## config.mk

```make
export PLATFORM = sky130hd
export DESIGN_NAME = console_top
export DESIGN_NICKNAME = d
export VERILOG_FILES = /design/src/logic/console_map_pkg.sv /design/src/logic/video_pkg.sv /design/src/logic/address_decoder.sv /design/src/logic/firmware_rom.sv /design/src/logic/video_controller.sv /design/src/logic/pad_reader.sv /design/src/logic/console_top.sv
export SDC_FILE = /design/constraint.sdc
export NUM_CORES = 2
export LEC_CHECK = 0
export BUFFER_PORTS_ARGS = -buffer_cell sky130_fd_sc_hd__buf_2
export CAP_MARGIN = 10
export CORE_MARGIN = 10
export CORE_UTILIZATION = 34
export CTS_CLUSTER_DIAMETER = 50
export CTS_CLUSTER_SIZE = 25
export DETAILED_ROUTE_END_ITERATION = 6
export PLACE_DENSITY = 0.45
export REMOVE_ABC_BUFFERS = 1
export SETUP_SLACK_MARGIN = 0.05
export SYNTH_ARGS = -nofsm -noshare
export SYNTH_HDL_FRONTEND = slang
export SYNTH_HIERARCHICAL = 1
export SYNTH_SLANG_ARGS = --single-unit
```

## constraint.sdc

```tcl
create_clock -name clk_12_5875 -period 6.45 [get_ports clk_12_5875]
set_input_delay 0.645 -clock clk_12_5875 [delete_from_list [all_inputs] [get_ports clk_12_5875]]
set_output_delay 0.645 -clock clk_12_5875 [all_outputs]
set_load 0.005 [all_outputs]
```

## src/firmware.hex

```
78 D8 A2 FF 9A A9 00 8D 01 38 58 4C 0B F0 EA EA
48 AD 02 38 8D 00 02 AD 03 38 8D 01 02 8D 01 38
68 40 A9 3F A2 00 9D 00 37 E8 D0 FA 60 EA EA EA
30 31 32 33 34 35 36 37 38 39 3A 3B 3C 3D 3E 3F
40 41 42 43 44 45 46 47 48 49 4A 4B 4C 4D 4E 4F
50 51 52 53 54 55 56 57 58 59 5A 5B 5C 5D 5E 5F
60 61 62 63 64 65 66 67 68 69 6A 6B 6C 6D 6E 6F
70 71 72 73 74 75 76 77 78 79 7A 7B 7C 7D 7E 7F
80 81 82 83 84 85 86 87 88 89 8A 8B 8C 8D 8E 8F
90 91 92 93 94 95 96 97 98 99 9A 9B 9C 9D 9E 9F
A0 A1 A2 A3 A4 A5 A6 A7 A8 A9 AA AB AC AD AE AF
B0 B1 B2 B3 B4 B5 B6 B7 B8 B9 BA BB BC BD BE BF
C0 C1 C2 C3 C4 C5 C6 C7 C8 C9 CA CB CC CD CE CF
D0 D1 D2 D3 D4 D5 D6 D7 D8 D9 DA DB DC DD DE DF
E0 E1 E2 E3 E4 E5 E6 E7 E8 E9 EA EB EC ED EE EF
F0 F1 F2 F3 F4 F5 F6 F7 F8 F9 22 F0 00 F0 10 F0

```

## src/logic/console_map_pkg.sv

```systemverilog
`default_nettype none

package console_map_pkg;

    typedef logic [15:0] cpu_addr_t;
    typedef logic [7:0]  bus_byte_t;
    typedef logic [7:0]  vram_addr_t;
    typedef logic [7:0]  rom_addr_t;

    // external RAM starts at address zero
    localparam cpu_addr_t ram_limit = 16'h36FF;

    localparam int        vram_size  = 256;
    localparam cpu_addr_t vram_base  = 16'h3700;
    localparam cpu_addr_t vram_limit = vram_base + cpu_addr_t'(vram_size - 1);

    // single-byte registers in the FPGA
    localparam cpu_addr_t in_vblank_addr      = 16'h3800;
    localparam cpu_addr_t clr_vblank_irq_addr = 16'h3801;
    localparam cpu_addr_t pad1_addr           = 16'h3802;
    localparam cpu_addr_t pad2_addr           = 16'h3803;

    localparam cpu_addr_t rom_base  = 16'h4000;
    localparam cpu_addr_t rom_limit = 16'hEFFF;

    localparam int        firmware_size  = 256;
    localparam cpu_addr_t firmware_base  = 16'hF000;
    localparam cpu_addr_t firmware_limit = firmware_base + cpu_addr_t'(firmware_size - 1);

    // the vector region runs up to the top of the address space
    localparam cpu_addr_t vectors_base = 16'hFFF0;

    // vectors come from the last 16 bytes of the firmware ROM
    localparam rom_addr_t vector_rom_base = 8'hF0;

endpackage

`default_nettype wire

```

## src/logic/video_pkg.sv

```systemverilog
`default_nettype none

package video_pkg;

    typedef logic [9:0] h_count_t;
    typedef logic [9:0] v_count_t;
    typedef logic [1:0] colour_t;

    // one pixel clock per column, so a line is 400 clocks at 12.5875 MHz
    localparam h_count_t h_visible   = 10'd320;
    localparam h_count_t h_total     = 10'd400;
    localparam h_count_t hsync_start = 10'd336;
    localparam h_count_t hsync_end   = 10'd383;

    localparam v_count_t v_visible   = 10'd480;
    localparam v_count_t v_total     = 10'd525;
    localparam v_count_t vsync_start = 10'd490;
    localparam v_count_t vsync_end   = 10'd491;

    // each VRAM byte paints one cell, giving a 16 x 16 grid on screen
    localparam h_count_t cell_width  = 10'd20;
    localparam v_count_t cell_height = 10'd30;

endpackage

`default_nettype wire

```

## src/logic/address_decoder.sv

```systemverilog
`default_nettype none

module address_decoder import console_map_pkg::*; (
    input  cpu_addr_t cpu_address,
    output logic      sel_ram,
    output logic      sel_rom,
    output logic      sel_vram,
    output logic      sel_firmware,
    output logic      sel_vectors,
    output logic      sel_in_vblank,
    output logic      sel_clr_vblank_irq,
    output logic      sel_pad1,
    output logic      sel_pad2
);

    // external chips
    assign sel_ram = (cpu_address <= ram_limit);
    assign sel_rom = (cpu_address >= rom_base) && (cpu_address <= rom_limit);

    assign sel_vram = (cpu_address >= vram_base) && (cpu_address <= vram_limit);

    assign sel_in_vblank      = (cpu_address == in_vblank_addr);
    assign sel_clr_vblank_irq = (cpu_address == clr_vblank_irq_addr);
    assign sel_pad1           = (cpu_address == pad1_addr);
    assign sel_pad2           = (cpu_address == pad2_addr);

    // F100 to FFEF is left unmapped
    assign sel_firmware = (cpu_address >= firmware_base) && (cpu_address <= firmware_limit);
    assign sel_vectors  = (cpu_address >= vectors_base);

    // overlapping regions would put two drivers on the data bus
    selects_one_hot : assert final ($onehot0({
        sel_ram,
        sel_rom,
        sel_vram,
        sel_firmware,
        sel_vectors,
        sel_in_vblank,
        sel_clr_vblank_irq,
        sel_pad1,
        sel_pad2
    }));

endmodule

`default_nettype wire

```

## src/logic/firmware_rom.sv

```systemverilog
`default_nettype none

module firmware_rom import console_map_pkg::*; (
    input  cpu_addr_t cpu_address,
    input  logic      sel_firmware,
    input  logic      sel_vectors,
    output bus_byte_t rdata
);

    bus_byte_t rom [firmware_size];
    rom_addr_t rom_offset;

    initial begin
        $readmemh("/design/src/firmware.hex", rom);
    end

    // FFFx lands on F0x so the reset and irq vectors live in the image
    always_comb begin
        if (sel_vectors) begin
            rom_offset = vector_rom_base | rom_addr_t'(cpu_address[3:0]);
        end else begin
            rom_offset = rom_addr_t'(cpu_address - firmware_base);
        end
    end

    assign rdata = (sel_firmware || sel_vectors) ? rom[rom_offset] : '0;

endmodule

`default_nettype wire

```

## src/logic/video_controller.sv

```systemverilog
`default_nettype none

module video_controller import console_map_pkg::*, video_pkg::*; (
    input  logic      clk_12_5875,
    input  logic      rst_n,
    input  cpu_addr_t cpu_address,
    input  bus_byte_t data_in,
    input  logic      write_enable,
    input  logic      sel_vram,
    input  logic      sel_in_vblank,
    input  logic      sel_clr_vblank_irq,
    output bus_byte_t rdata,
    output colour_t   r,
    output colour_t   g,
    output colour_t   b,
    output logic      hsync,
    output logic      vsync,
    output logic      vblank_irq,
    output logic      pad_fetch
);

    h_count_t   h_count;
    v_count_t   v_count;
    bus_byte_t  vram [vram_size];
    vram_addr_t cpu_offset;
    vram_addr_t cell_addr;
    h_count_t   cell_col;
    v_count_t   cell_row;
    bus_byte_t  cell_byte;
    logic       line_end;
    logic       in_vblank;
    logic       visible;
    logic       vblank_start;

    assign line_end = (h_count == h_total - 10'd1);

    always_ff @(posedge clk_12_5875) begin
        if (!rst_n) begin
            h_count <= '0;
            v_count <= '0;
        end else if (line_end) begin
            h_count <= '0;
            v_count <= (v_count == v_total - 10'd1) ? '0 : v_count + 1'b1;
        end else begin
            h_count <= h_count + 1'b1;
        end
    end

    assign in_vblank    = (v_count >= v_visible);
    assign vblank_start = (h_count == '0) && (v_count == v_visible); // first pixel of line 480
    assign visible      = (h_count < h_visible) && !in_vblank;

    // outside the visible area the cell index wraps, but the pixel is blanked anyway
    assign cell_col  = h_count / cell_width;
    assign cell_row  = v_count / cell_height;
    assign cell_addr = {cell_row[3:0], cell_col[3:0]};
    assign cell_byte = vram[cell_addr];

    assign cpu_offset = vram_addr_t'(cpu_address - vram_base);

    always_ff @(posedge clk_12_5875) begin
        if (write_enable && sel_vram) begin
            vram[cpu_offset] <= data_in;
        end
    end

    always_comb begin
        if (sel_vram) begin
            rdata = vram[cpu_offset];
        end else if (sel_in_vblank) begin
            rdata = {7'd0, in_vblank};
        end else begin
            rdata = '0;
        end
    end

    // syncs and colour are registered together so they stay aligned on the monitor
    always_ff @(posedge clk_12_5875) begin
        if (!rst_n) begin
            hsync <= 1'b0;
            vsync <= 1'b0;
            r     <= '0;
            g     <= '0;
            b     <= '0;
        end else begin
            hsync <= (h_count >= hsync_start) && (h_count <= hsync_end);
            vsync <= (v_count >= vsync_start) && (v_count <= vsync_end);
            r     <= visible ? cell_byte[5:4] : 2'b00;
            g     <= visible ? cell_byte[3:2] : 2'b00;
            b     <= visible ? cell_byte[1:0] : 2'b00;
        end
    end

    always_ff @(posedge clk_12_5875) begin
        if (!rst_n) begin
            vblank_irq <= 1'b0;
            pad_fetch  <= 1'b0;
        end else begin
            pad_fetch <= vblank_start;
            if (vblank_start) begin
                vblank_irq <= 1'b1; // a new frame beats a clear in the same cycle
            end else if (write_enable && sel_clr_vblank_irq) begin
                vblank_irq <= 1'b0;
            end
        end
    end

    // the pad reader arms once per frame and must not see a held level
    pad_fetch_single : assert property (
        @(posedge clk_12_5875) disable iff (!rst_n) pad_fetch |=> !pad_fetch
    );

endmodule

`default_nettype wire

```

## src/logic/pad_reader.sv

```systemverilog
`default_nettype none

module pad_reader import console_map_pkg::*; #(
    parameter int num_pads = 2
) (
    input  logic                     clk_12_5875,
    input  logic                     rst_n,
    input  logic                     slow_clk_enable,
    input  logic                     pad_fetch,
    input  logic      [num_pads-1:0] pad_data_b,
    output logic                     pad_latch,
    output logic                     pad_clk_enable,
    output bus_byte_t [num_pads-1:0] buttons
);

    typedef enum logic [1:0] {
        st_idle,
        st_latch,
        st_shift,
        st_done
    } pad_state_t;

    pad_state_t                state;
    logic      [2:0]           bit_count;
    bus_byte_t [num_pads-1:0]  shift_q;

    always_ff @(posedge clk_12_5875) begin
        if (!rst_n) begin
            state          <= st_idle;
            bit_count      <= '0;
            pad_latch      <= 1'b0;
            pad_clk_enable <= 1'b0;
            buttons        <= '0;
        end else begin
            pad_clk_enable <= 1'b0;
            case (state)
                st_idle: begin
                    if (pad_fetch) begin
                        state <= st_latch;
                    end
                end
                // latch rises on one strobe and falls on the next
                st_latch: begin
                    if (slow_clk_enable) begin
                        pad_latch <= !pad_latch;
                        if (pad_latch) begin
                            state <= st_shift;
                        end
                    end
                end
                st_shift: begin
                    if (slow_clk_enable) begin
                        pad_clk_enable <= 1'b1;
                        bit_count      <= bit_count + 1'b1;
                        if (bit_count == 3'd7) begin
                            state <= st_done;
                        end
                    end
                end
                st_done: begin
                    for (int i = 0; i < num_pads; i++) begin
                        buttons[i] <= ~shift_q[i]; // pressed reads as 1
                    end
                    state <= st_idle;
                end
                default: state <= st_idle;
            endcase
        end
    end

    // the pad shifts on the clock pulse, so sampling on the same edge takes the current bit
    always_ff @(posedge clk_12_5875) begin
        if (state == st_shift && slow_clk_enable) begin
            for (int i = 0; i < num_pads; i++) begin
                shift_q[i] <= {shift_q[i][6:0], pad_data_b[i]};
            end
        end
    end

    latch_excludes_clock : assert property (
        @(posedge clk_12_5875) disable iff (!rst_n) !(pad_latch && pad_clk_enable)
    );

endmodule

`default_nettype wire

```

## src/logic/console_top.sv

```systemverilog
`default_nettype none

module console_top import console_map_pkg::*, video_pkg::*; (
    input  logic      clk_12_5875,
    input  logic      rst_n,
    input  logic      slow_clk_enable,
    input  cpu_addr_t cpu_address,
    input  bus_byte_t data_in,
    input  logic      write_enable_b,
    input  logic      pad1_data_b,
    input  logic      pad2_data_b,
    output bus_byte_t data_out,
    output logic      fpga_data_enable,
    output logic      sel_ram_b,
    output logic      ram_oe_b,
    output logic      sel_rom_b,
    output logic      vblank_irq_b,
    output colour_t   r,
    output colour_t   g,
    output colour_t   b,
    output logic      hsync,
    output logic      vsync,
    output logic      pad_clk_enable,
    output logic      pad_latch,
    output bus_byte_t pad1_buttons,
    output bus_byte_t pad2_buttons
);

    localparam int num_pads = 2;

    logic      sel_ram;
    logic      sel_rom;
    logic      sel_vram;
    logic      sel_firmware;
    logic      sel_vectors;
    logic      sel_in_vblank;
    logic      sel_clr_vblank_irq;
    logic      sel_pad1;
    logic      sel_pad2;
    logic      write_enable;
    logic      vblank_irq;
    logic      pad_fetch;
    logic      internal_read;
    bus_byte_t rom_rdata;
    bus_byte_t video_rdata;
    bus_byte_t [num_pads-1:0] pad_buttons;

    assign write_enable = !write_enable_b;

    assign sel_ram_b    = !sel_ram;
    assign sel_rom_b    = !sel_rom;
    assign vblank_irq_b = !vblank_irq;
    assign ram_oe_b     = !(sel_ram && write_enable_b); // RAM drives the bus only on reads

    assign pad1_buttons = pad_buttons[0];
    assign pad2_buttons = pad_buttons[1];

    assign internal_read = sel_firmware || sel_vectors || sel_vram || sel_in_vblank
                         || sel_pad1 || sel_pad2;
    assign fpga_data_enable = write_enable_b && internal_read;

    always_comb begin
        if (sel_firmware || sel_vectors) begin
            data_out = rom_rdata;
        end else if (sel_vram || sel_in_vblank) begin
            data_out = video_rdata;
        end else if (sel_pad1) begin
            data_out = pad_buttons[0];
        end else if (sel_pad2) begin
            data_out = pad_buttons[1];
        end else begin
            data_out = '0;
        end
    end

    address_decoder address_decoder_i (
        .cpu_address        (cpu_address),
        .sel_ram            (sel_ram),
        .sel_rom            (sel_rom),
        .sel_vram           (sel_vram),
        .sel_firmware       (sel_firmware),
        .sel_vectors        (sel_vectors),
        .sel_in_vblank      (sel_in_vblank),
        .sel_clr_vblank_irq (sel_clr_vblank_irq),
        .sel_pad1           (sel_pad1),
        .sel_pad2           (sel_pad2)
    );

    firmware_rom firmware_rom_i (
        .cpu_address  (cpu_address),
        .sel_firmware (sel_firmware),
        .sel_vectors  (sel_vectors),
        .rdata        (rom_rdata)
    );

    video_controller video_controller_i (
        .clk_12_5875        (clk_12_5875),
        .rst_n              (rst_n),
        .cpu_address        (cpu_address),
        .data_in            (data_in),
        .write_enable       (write_enable),
        .sel_vram           (sel_vram),
        .sel_in_vblank      (sel_in_vblank),
        .sel_clr_vblank_irq (sel_clr_vblank_irq),
        .rdata              (video_rdata),
        .r                  (r),
        .g                  (g),
        .b                  (b),
        .hsync              (hsync),
        .vsync              (vsync),
        .vblank_irq         (vblank_irq),
        .pad_fetch          (pad_fetch)
    );

    pad_reader #(
        .num_pads (num_pads)
    ) pad_reader_i (
        .clk_12_5875     (clk_12_5875),
        .rst_n           (rst_n),
        .slow_clk_enable (slow_clk_enable),
        .pad_fetch       (pad_fetch),
        .pad_data_b      ({pad2_data_b, pad1_data_b}),
        .pad_latch       (pad_latch),
        .pad_clk_enable  (pad_clk_enable),
        .buttons         (pad_buttons)
    );

endmodule

`default_nettype wire

```

# Word-level counts from Yosys, hierarchy flattened
# Memory sizes are Yosys's and may differ from the RTL's. A register that Yosys moved wholly into a read port is not among the register bits.
# Cells that the tools add are included.
[op_classes]
n_addsub = 4
div_mod_pow = 2
order_cmp = 14
eq_ne = 16
muxes = 18
n_bitwise = 3
n_reduce_logical = 35
[op_table]
columns = ["operator", "n"]
rows = [
  ["$eq A16 B14 Y1 const B", 4],
  ["$mux W8", 5],
  ["$ge A16 B16 Y1 const B", 2],
  ["$le A16 B14 Y1 const B", 2],
  ["$le A16 B16 Y1 const B", 2],
  ["$ge A10 B9 Y1 const B", 3],
  ["$add A10 B1 Y10 const B", 2],
  ["$div A10 B5 Y10 const B", 2],
  ["$eq A10 B9 Y1 const B", 2],
  ["$le A10 B9 Y1 const B", 2],
  ["$ge A16 B14 Y1 const B", 1],
  ["$ge A16 B15 Y1 const B", 1],
  ["$not A8 Y8", 2],
  ["$logic_and A1 B1 Y1", 12],
  ["$eq A10 B10 Y1 const B", 1],
  ["$logic_not A10 Y1", 1],
  ["$lt A10 B9 Y1 const B", 1],
  ["$mux W10", 1],
  ["$mux W2", 5],
  ["$logic_not A1 Y1", 8],
  ["$pmux W2 S4", 1],
  ["$reduce_and A2 Y1", 4],
  ["$sub A8 B1 Y8 const B", 1],
  ["$logic_or A1 B1 Y1", 6],
  ["other kinds (12)", 21],
]
[totals]
reg_bits = 63
ramBits = 2048
input_bits = 30
out_inout_bits = 39
wordCells = 107
mem_count = 1
[mem_list]
columns = ["memory", "words", "word_bits", "rd", "rd_clocked_by_memory_dff", "write_ports", "line_no", "source"]
rows = [
  ["video_controller_i.vram", 256, 8, 2, 1, 1, "video_controller.sv:24", "bus_byte_t vram [vram_size];"],
]

# Logic depth before layout (Yosys ltp)
[depth]
word_depth = 8
mapped_depth = 20

# By module
# Netlist, hierarchy kept.
[modules_own_cells]
columns = ["mod", "n_inst", "cells_per_inst", "area_per_inst_um2"]
rows = [
  ["video_controller", 1, 6282, 95557.9],
  ["pad_reader", 1, 111, 1455.1],
  ["console_top", 1, 49, 276.5],
  ["address_decoder", 1, 22, 163.9],
  ["firmware_rom", 1, 9, 63.8],
]

# Least setup slack after synthesis
# No wires, ideal clock.
[synth_timing]
path_kind = "in2out"
from = "input port cpu_address[1]"
to = "output port data_out[1]"
arrival_time_ns = 4.129
required_time_ns = 5.805
setup_slack_ns = 1.676
cell_stages = 12
cell_sequence = "clkbuf_1 > buf_2 > buf_1 > buf_1 > mux4_2 > mux4_2 > mux4_2 > mux2i_1 > o21ai_0 > o21a_1 > o21ai_0 > o21ai_1"
[synth_between]
elab_chain_cells = 5
[synth_rtl]
columns = ["item", "line_no", "source"]
rows = [
  ["start: declaration", "console_top.sv:7", "input cpu_addr_t cpu_address,"],
  ["$sub A8 B1 Y8 (tied with other cells)", "video_controller.sv:59", "assign cpu_offset = vram_addr_t'(cpu_address - vram_base);"],
  ["$mem_v2 Z256 W8 / $logic_and A1 B1 Y1 (equally long branches)", "n/a", ""],
  ["$mux W8 (*)", "video_controller.sv:68", "if (sel_vram) begin"],
  ["net video_rdata[1]", "console_top.sv:45", "bus_byte_t video_rdata;"],
  ["$mux W8 (*)", "console_top.sv:65", "end else if (sel_vram || sel_in_vblank) begin"],
  ["$mux W8 (*)", "console_top.sv:63", "if (sel_firmware || sel_vectors) begin"],
  ["end: declaration", "console_top.sv:12", "output bus_byte_t data_out,"],
]
# The timed path passes the listed nets; every way through them passes the cells marked *. The select of a mux whose other input is x is not followed.

# Worst setup path after layout
[layout_timing]
from = "register video_controller_i.h_count[8]"
to = "register video_controller_i.b[1]"
[layout_between]
elab_chain_cells = 4
[layout_rtl]
columns = ["item", "line_no", "source"]
rows = [
  ["start: declaration", "video_controller.sv:22", "h_count_t h_count;"],
  ["start signal: assignment", "video_controller.sv:45", "h_count <= h_count + 1'b1;"],
  ["branches (longest 4 deep; another with $div A10 B5 Y10)", "n/a", ""],
  ["end signal: assignment", "video_controller.sv:90", "b <= visible ? cell_byte[1:0] : 2'b00;"],
  ["end: declaration", "video_controller.sv:15", "output colour_t b,"],
]
# Parallel ways; which one is timed is not known.
# A chain may end at the register's enable or synchronous reset.

==> metrics.md <==
| Metric | Value |
|---|---|
| Clock power frac | `between 40% and 50%` |
| Fmax | `~170 MHz` |
| Worst hold path class | `primary input to flip-flop` |
| Post-Syn Area | `97500 um^2` |
| Clk pin slew, worst setup/hold paths | `roughly 60 ps` |
| Top FF cell, synth | `edfxtp_1` |
| Worst EP required | `a little over 7000 ps` |
| Post-layout minimum cycle time | `between 5000 and 6000 ps` |
| Vias in the first global route | `between 60000 and 70000` |
| RePlAce Congestion | `0.841` |
| CTS tree | `yes` |
| Hpwl dp | `between 200000 and 250000 um` |
| Slowest CP cell | `a311oi_1` |
| Critical path's largest stage delay | `~1200 ps` |
| Pwr/cell area | `about 280 nW/um^2` |
| Max Clock Skew | `approximately 45 ps` |
| Finished Layout Cells | `~11000` |
| Total Power | `roughly 32 mW` |
| Die Y | `around 560 um` |
| CP max FO | `18` |
| Port Buffers | `just under 70` |
| Final core occ | `39.8%` |
| Max_slew headroom | `2.11%` |
| Vias per cell | `about 6` |
| Pre-CTS WS | `about 770 ps` |
| Max-cap viol count | `0` |
| Die area | `between 300000 and 400000 um^2` |
| Final nets | `6776` |
| Number of library cell types mapped by synthesis | `between 90 and 100` |
| Grt ovf | `0` |
| #FFs+latches synth | `about 2100` |
| Top Family by Delay on Critical Path | `compound AO/OA/AOI/OAI gates` |
| WL/cell | `33.2 um` |
| Largest net degree at the start of global routing | `200` |
| Sw power | `7.38 mW` |
| Maximum VDD drop | `between 0.15 and 0.2 mV` |
| Slew @ Worst Pin | `approximately 1500 ps` |
| Sw Share | `between 20% and 30%` |
| Period Utilization, post-route | `between 90 and 100%` |
| Number of core rows | `between 150 and 200` |
| Clock Path Buffers | `4` |
| Ports | `69` |
| Most common cell on crit path | `o21ai_0` |
| Die width | `556 um` |
| Clock sinks | `approximately 2100` |
| Core Area | `about 290000 um^2` |
| Synth Area per Inst | `approximately 15 um^2` |
| Initial DRC Count | `around 7000` |
| Hold Path Cell Cnt | `3` |
| Final hold vios | `0` |
| Critical-path cell list | `buf_4, nand3b_1, o311ai_0, a221o_1, nand4bb_1, nand4_1, nand2_1, buf_12, o21ai_0, a221oi_1, o21ai_0, a311oi_1, o31ai_1` |
| Routed vias | `63400` |
| First-pass GRT wire length | `497000 um` |
| CTS buffer count | `roughly 270` |
| Failing checks | `DRC` |
| Initial core utilization | `34.2%` |
| Dpl cells | `between 10000 and 15000` |
| Combinational share of power | `roughly 4.4%` |
| CP arrival | `6670 ps` |
| RSZ-0062 raised after global routing | `false` |
| EDFF count, synth | `roughly 2100` |
| Total Routed Length | `355000 um` |
| Synthesis-to-layout area growth | `16.5%` |
| Final setup viols | `0` |
| Crit path buf inv count | `2` |
| Post-synthesis sequential area ratio | `between 60% and 70%` |
| Ys async rst share | `0%` |
| Yosys warnings | `6` |
| CTS root buf | `clkbuf_16` |
| DRC Markers | `22` |
| Status | `finished with violations` |
| First-pass DRT Iterations | `7` |
| Total GRT Usage | `between 20% and 30%` |
| Worst reg2reg path depth | `13` |
| Post-CTS Hold Fix Bufs | `2` |
| CP Launch Type | `flip-flop` |
| Post-Synthesis Cells | `about 6500` |
| Worst setup margin | `around 480 ps` |
| Share of power burned in registers | `between 40% and 50%` |
| Clock latency reported for the late side of the worst-skew pair | `890 ps` |
| Setup Buffers After CTS | `0` |
| Crit path capture type | `flip-flop` |
| Cell leakage power | `roughly 37 nW` |
| Kind of critical path | `flip-flop to flip-flop` |
| Detail Route Antenna Nets | `0` |
| Max-slew violation count | `0` |
| Resized Gates After CTS | `0` |
| Internal power | `between 20 and 25 mW` |
| Critical path depth | `13` |
| Layout cells sized above 1 | `24.6%` |
| Initial antenna violation count | `14` |
| H-Tree Depth | `5` |
| Fillers | `around 26000` |
[worst reg2reg max path, stage by stage (launching register included)]
cell and delay, ps:
dfxtp_1 610, buf_4 340, nand3b_1 150, o311ai_0 210, a221o_1 530, nand4bb_1 170
nand4_1 750, nand2_1 740, buf_12 310, o21ai_0 150, a221oi_1 220, o21ai_0 260
a311oi_1 1210, o31ai_1 180
[state kept, by name (all words and copies together), names as in the netlist]
signal and count:
video_controller_i/b 2, pad_reader_i/pad_latch 1, pad_reader_i/bit_count 3, pad_reader_i/shift_q 16, video_controller_i/vblank_irq 1, video_controller_i/vram 2048
video_controller_i/hsync 1, video_controller_i/vsync 1, video_controller_i/pad_fetch 1, video_controller_i/r 2, video_controller_i/g 2, pad_reader_i/buttons 16
pad_reader_i/pad_clk_enable 1, video_controller_i/v_count 10, pad_reader_i/state 2, video_controller_i/h_count 10
[cells in the mapped netlist, types with 55 or more instances]
master | instances | share of area, %
clkbuf_1 | 201 | 0.77
o21ai_0 | 84 | 0.43
buf_2 | 193 | 0.99
nor3_1 | 55 | 0.28
a21oi_1 | 278 | 1.4
buf_1 | 86 | 0.33
nand2_1 | 1114 | 4.3
a31oi_1 | 105 | 0.67
nand3_1 | 379 | 1.9
mux4_2 | 680 | 16
mux2i_1 | 151 | 1.5
edfxtp_1 | 2064 | 64
nor2_1 | 340 | 1.3
[per-stage QoR]
stage | area (um^2) | hold WS, ps | setup TNS (ps)
2_1_floorplan | 95100 | 427 | -65560
3_3_place_gp | 104000 | 439 | 0
3_5_place_dp | 104000 | 437 | 0
4_1_cts | 114000 | 66.5 | 0
5_1_grt | 114000 | 126 | 0
6_report | 114000 | 115 | 0
[cells by family after synthesis]
| kind of cell | share of synthesized area, % |
|---|---|
| AOI/OAI and AO/OA | 5.99 |
| DFF | 64.6 |
| xor gates and xnor gates | 0.251 |
| buffers and inverters | 2.59 |
| adders and majority gates | 0.205 |
| and+or+nand+nor | 9.02 |
| muxes | 17.3 |
| other | 0.00385 |
[layout make-up]
class                      instances  area [um^2]  area share (%)
sequential                      2117        63000            55.5
multi-input combinational       3806        32200            28.3
clock buffer                     303         7230            6.36
tap                             3762         4710            4.14
timing repair buffer             501         4370            3.85
clock inverter                   183         1920            1.69
inverter                          34          128           0.112
antenna                           10         25.0          0.0220
[metal layers]
metal / vias to the layer above / track usage (%) / wire [um]
met5: - / 0.201 / 161
met3: 601 / 4.53 / 28800
met2: 3044 / 35.4 / 165000
met1: 33500 / 30.5 / 149000
li1: 26300 / - / -
met4: 14 / 7.64 / 12600
[power by group through the flow]
stage,sequential [mW],clock (mW),combinational (mW)
final,15.1,15.5,1.40
after global routing,15.1,16.4,1.46
after CTS,15.1,15.8,1.41
after detailed placement,15.4,0,1.41
after global placement,15.4,0,1.40
after floorplan,15.4,0,0.526
[worst paths after layout]
check                                            from                                     end  slack [ps]
max          video_controller_i/h_count[8]$_SDFF_PP0_      video_controller_i/b[1]$_SDFF_PN0_         480
min                                   slow_clk_enable  pad_reader_i/bit_count[2]$_SDFFE_PN0P_         120
max reg2reg  video_controller_i/h_count[8]$_SDFF_PP0_      video_controller_i/b[1]$_SDFF_PN0_         480
min reg2reg        pad_reader_i/shift_q[15]$_DFFE_PP_   pad_reader_i/buttons[15]$_SDFFE_PN0N_         450
[cell usage in the layout (no fill, tap or decap), drive strengths merged, types with 19 or more instances in the layout]
cell type     n
a2111oi      24
a211oi       39
a21oi       279
a221oi       21
a22o         24
a22oi        19
a311oi       34
a31oi       105
a32oi        51
and3         30
buf         496
clkbuf      306
clkinv       76
dfxtp        53
edfxtp     2064
inv         107
mux2i       151
mux4        680
nand2      1114
nand3       379
nor2        344
nor2b        24
nor3         55
o21ai        95
o221ai       19
o22ai        36
xnor2        19
No activity file was read; power rests on OpenSTA's default activity.
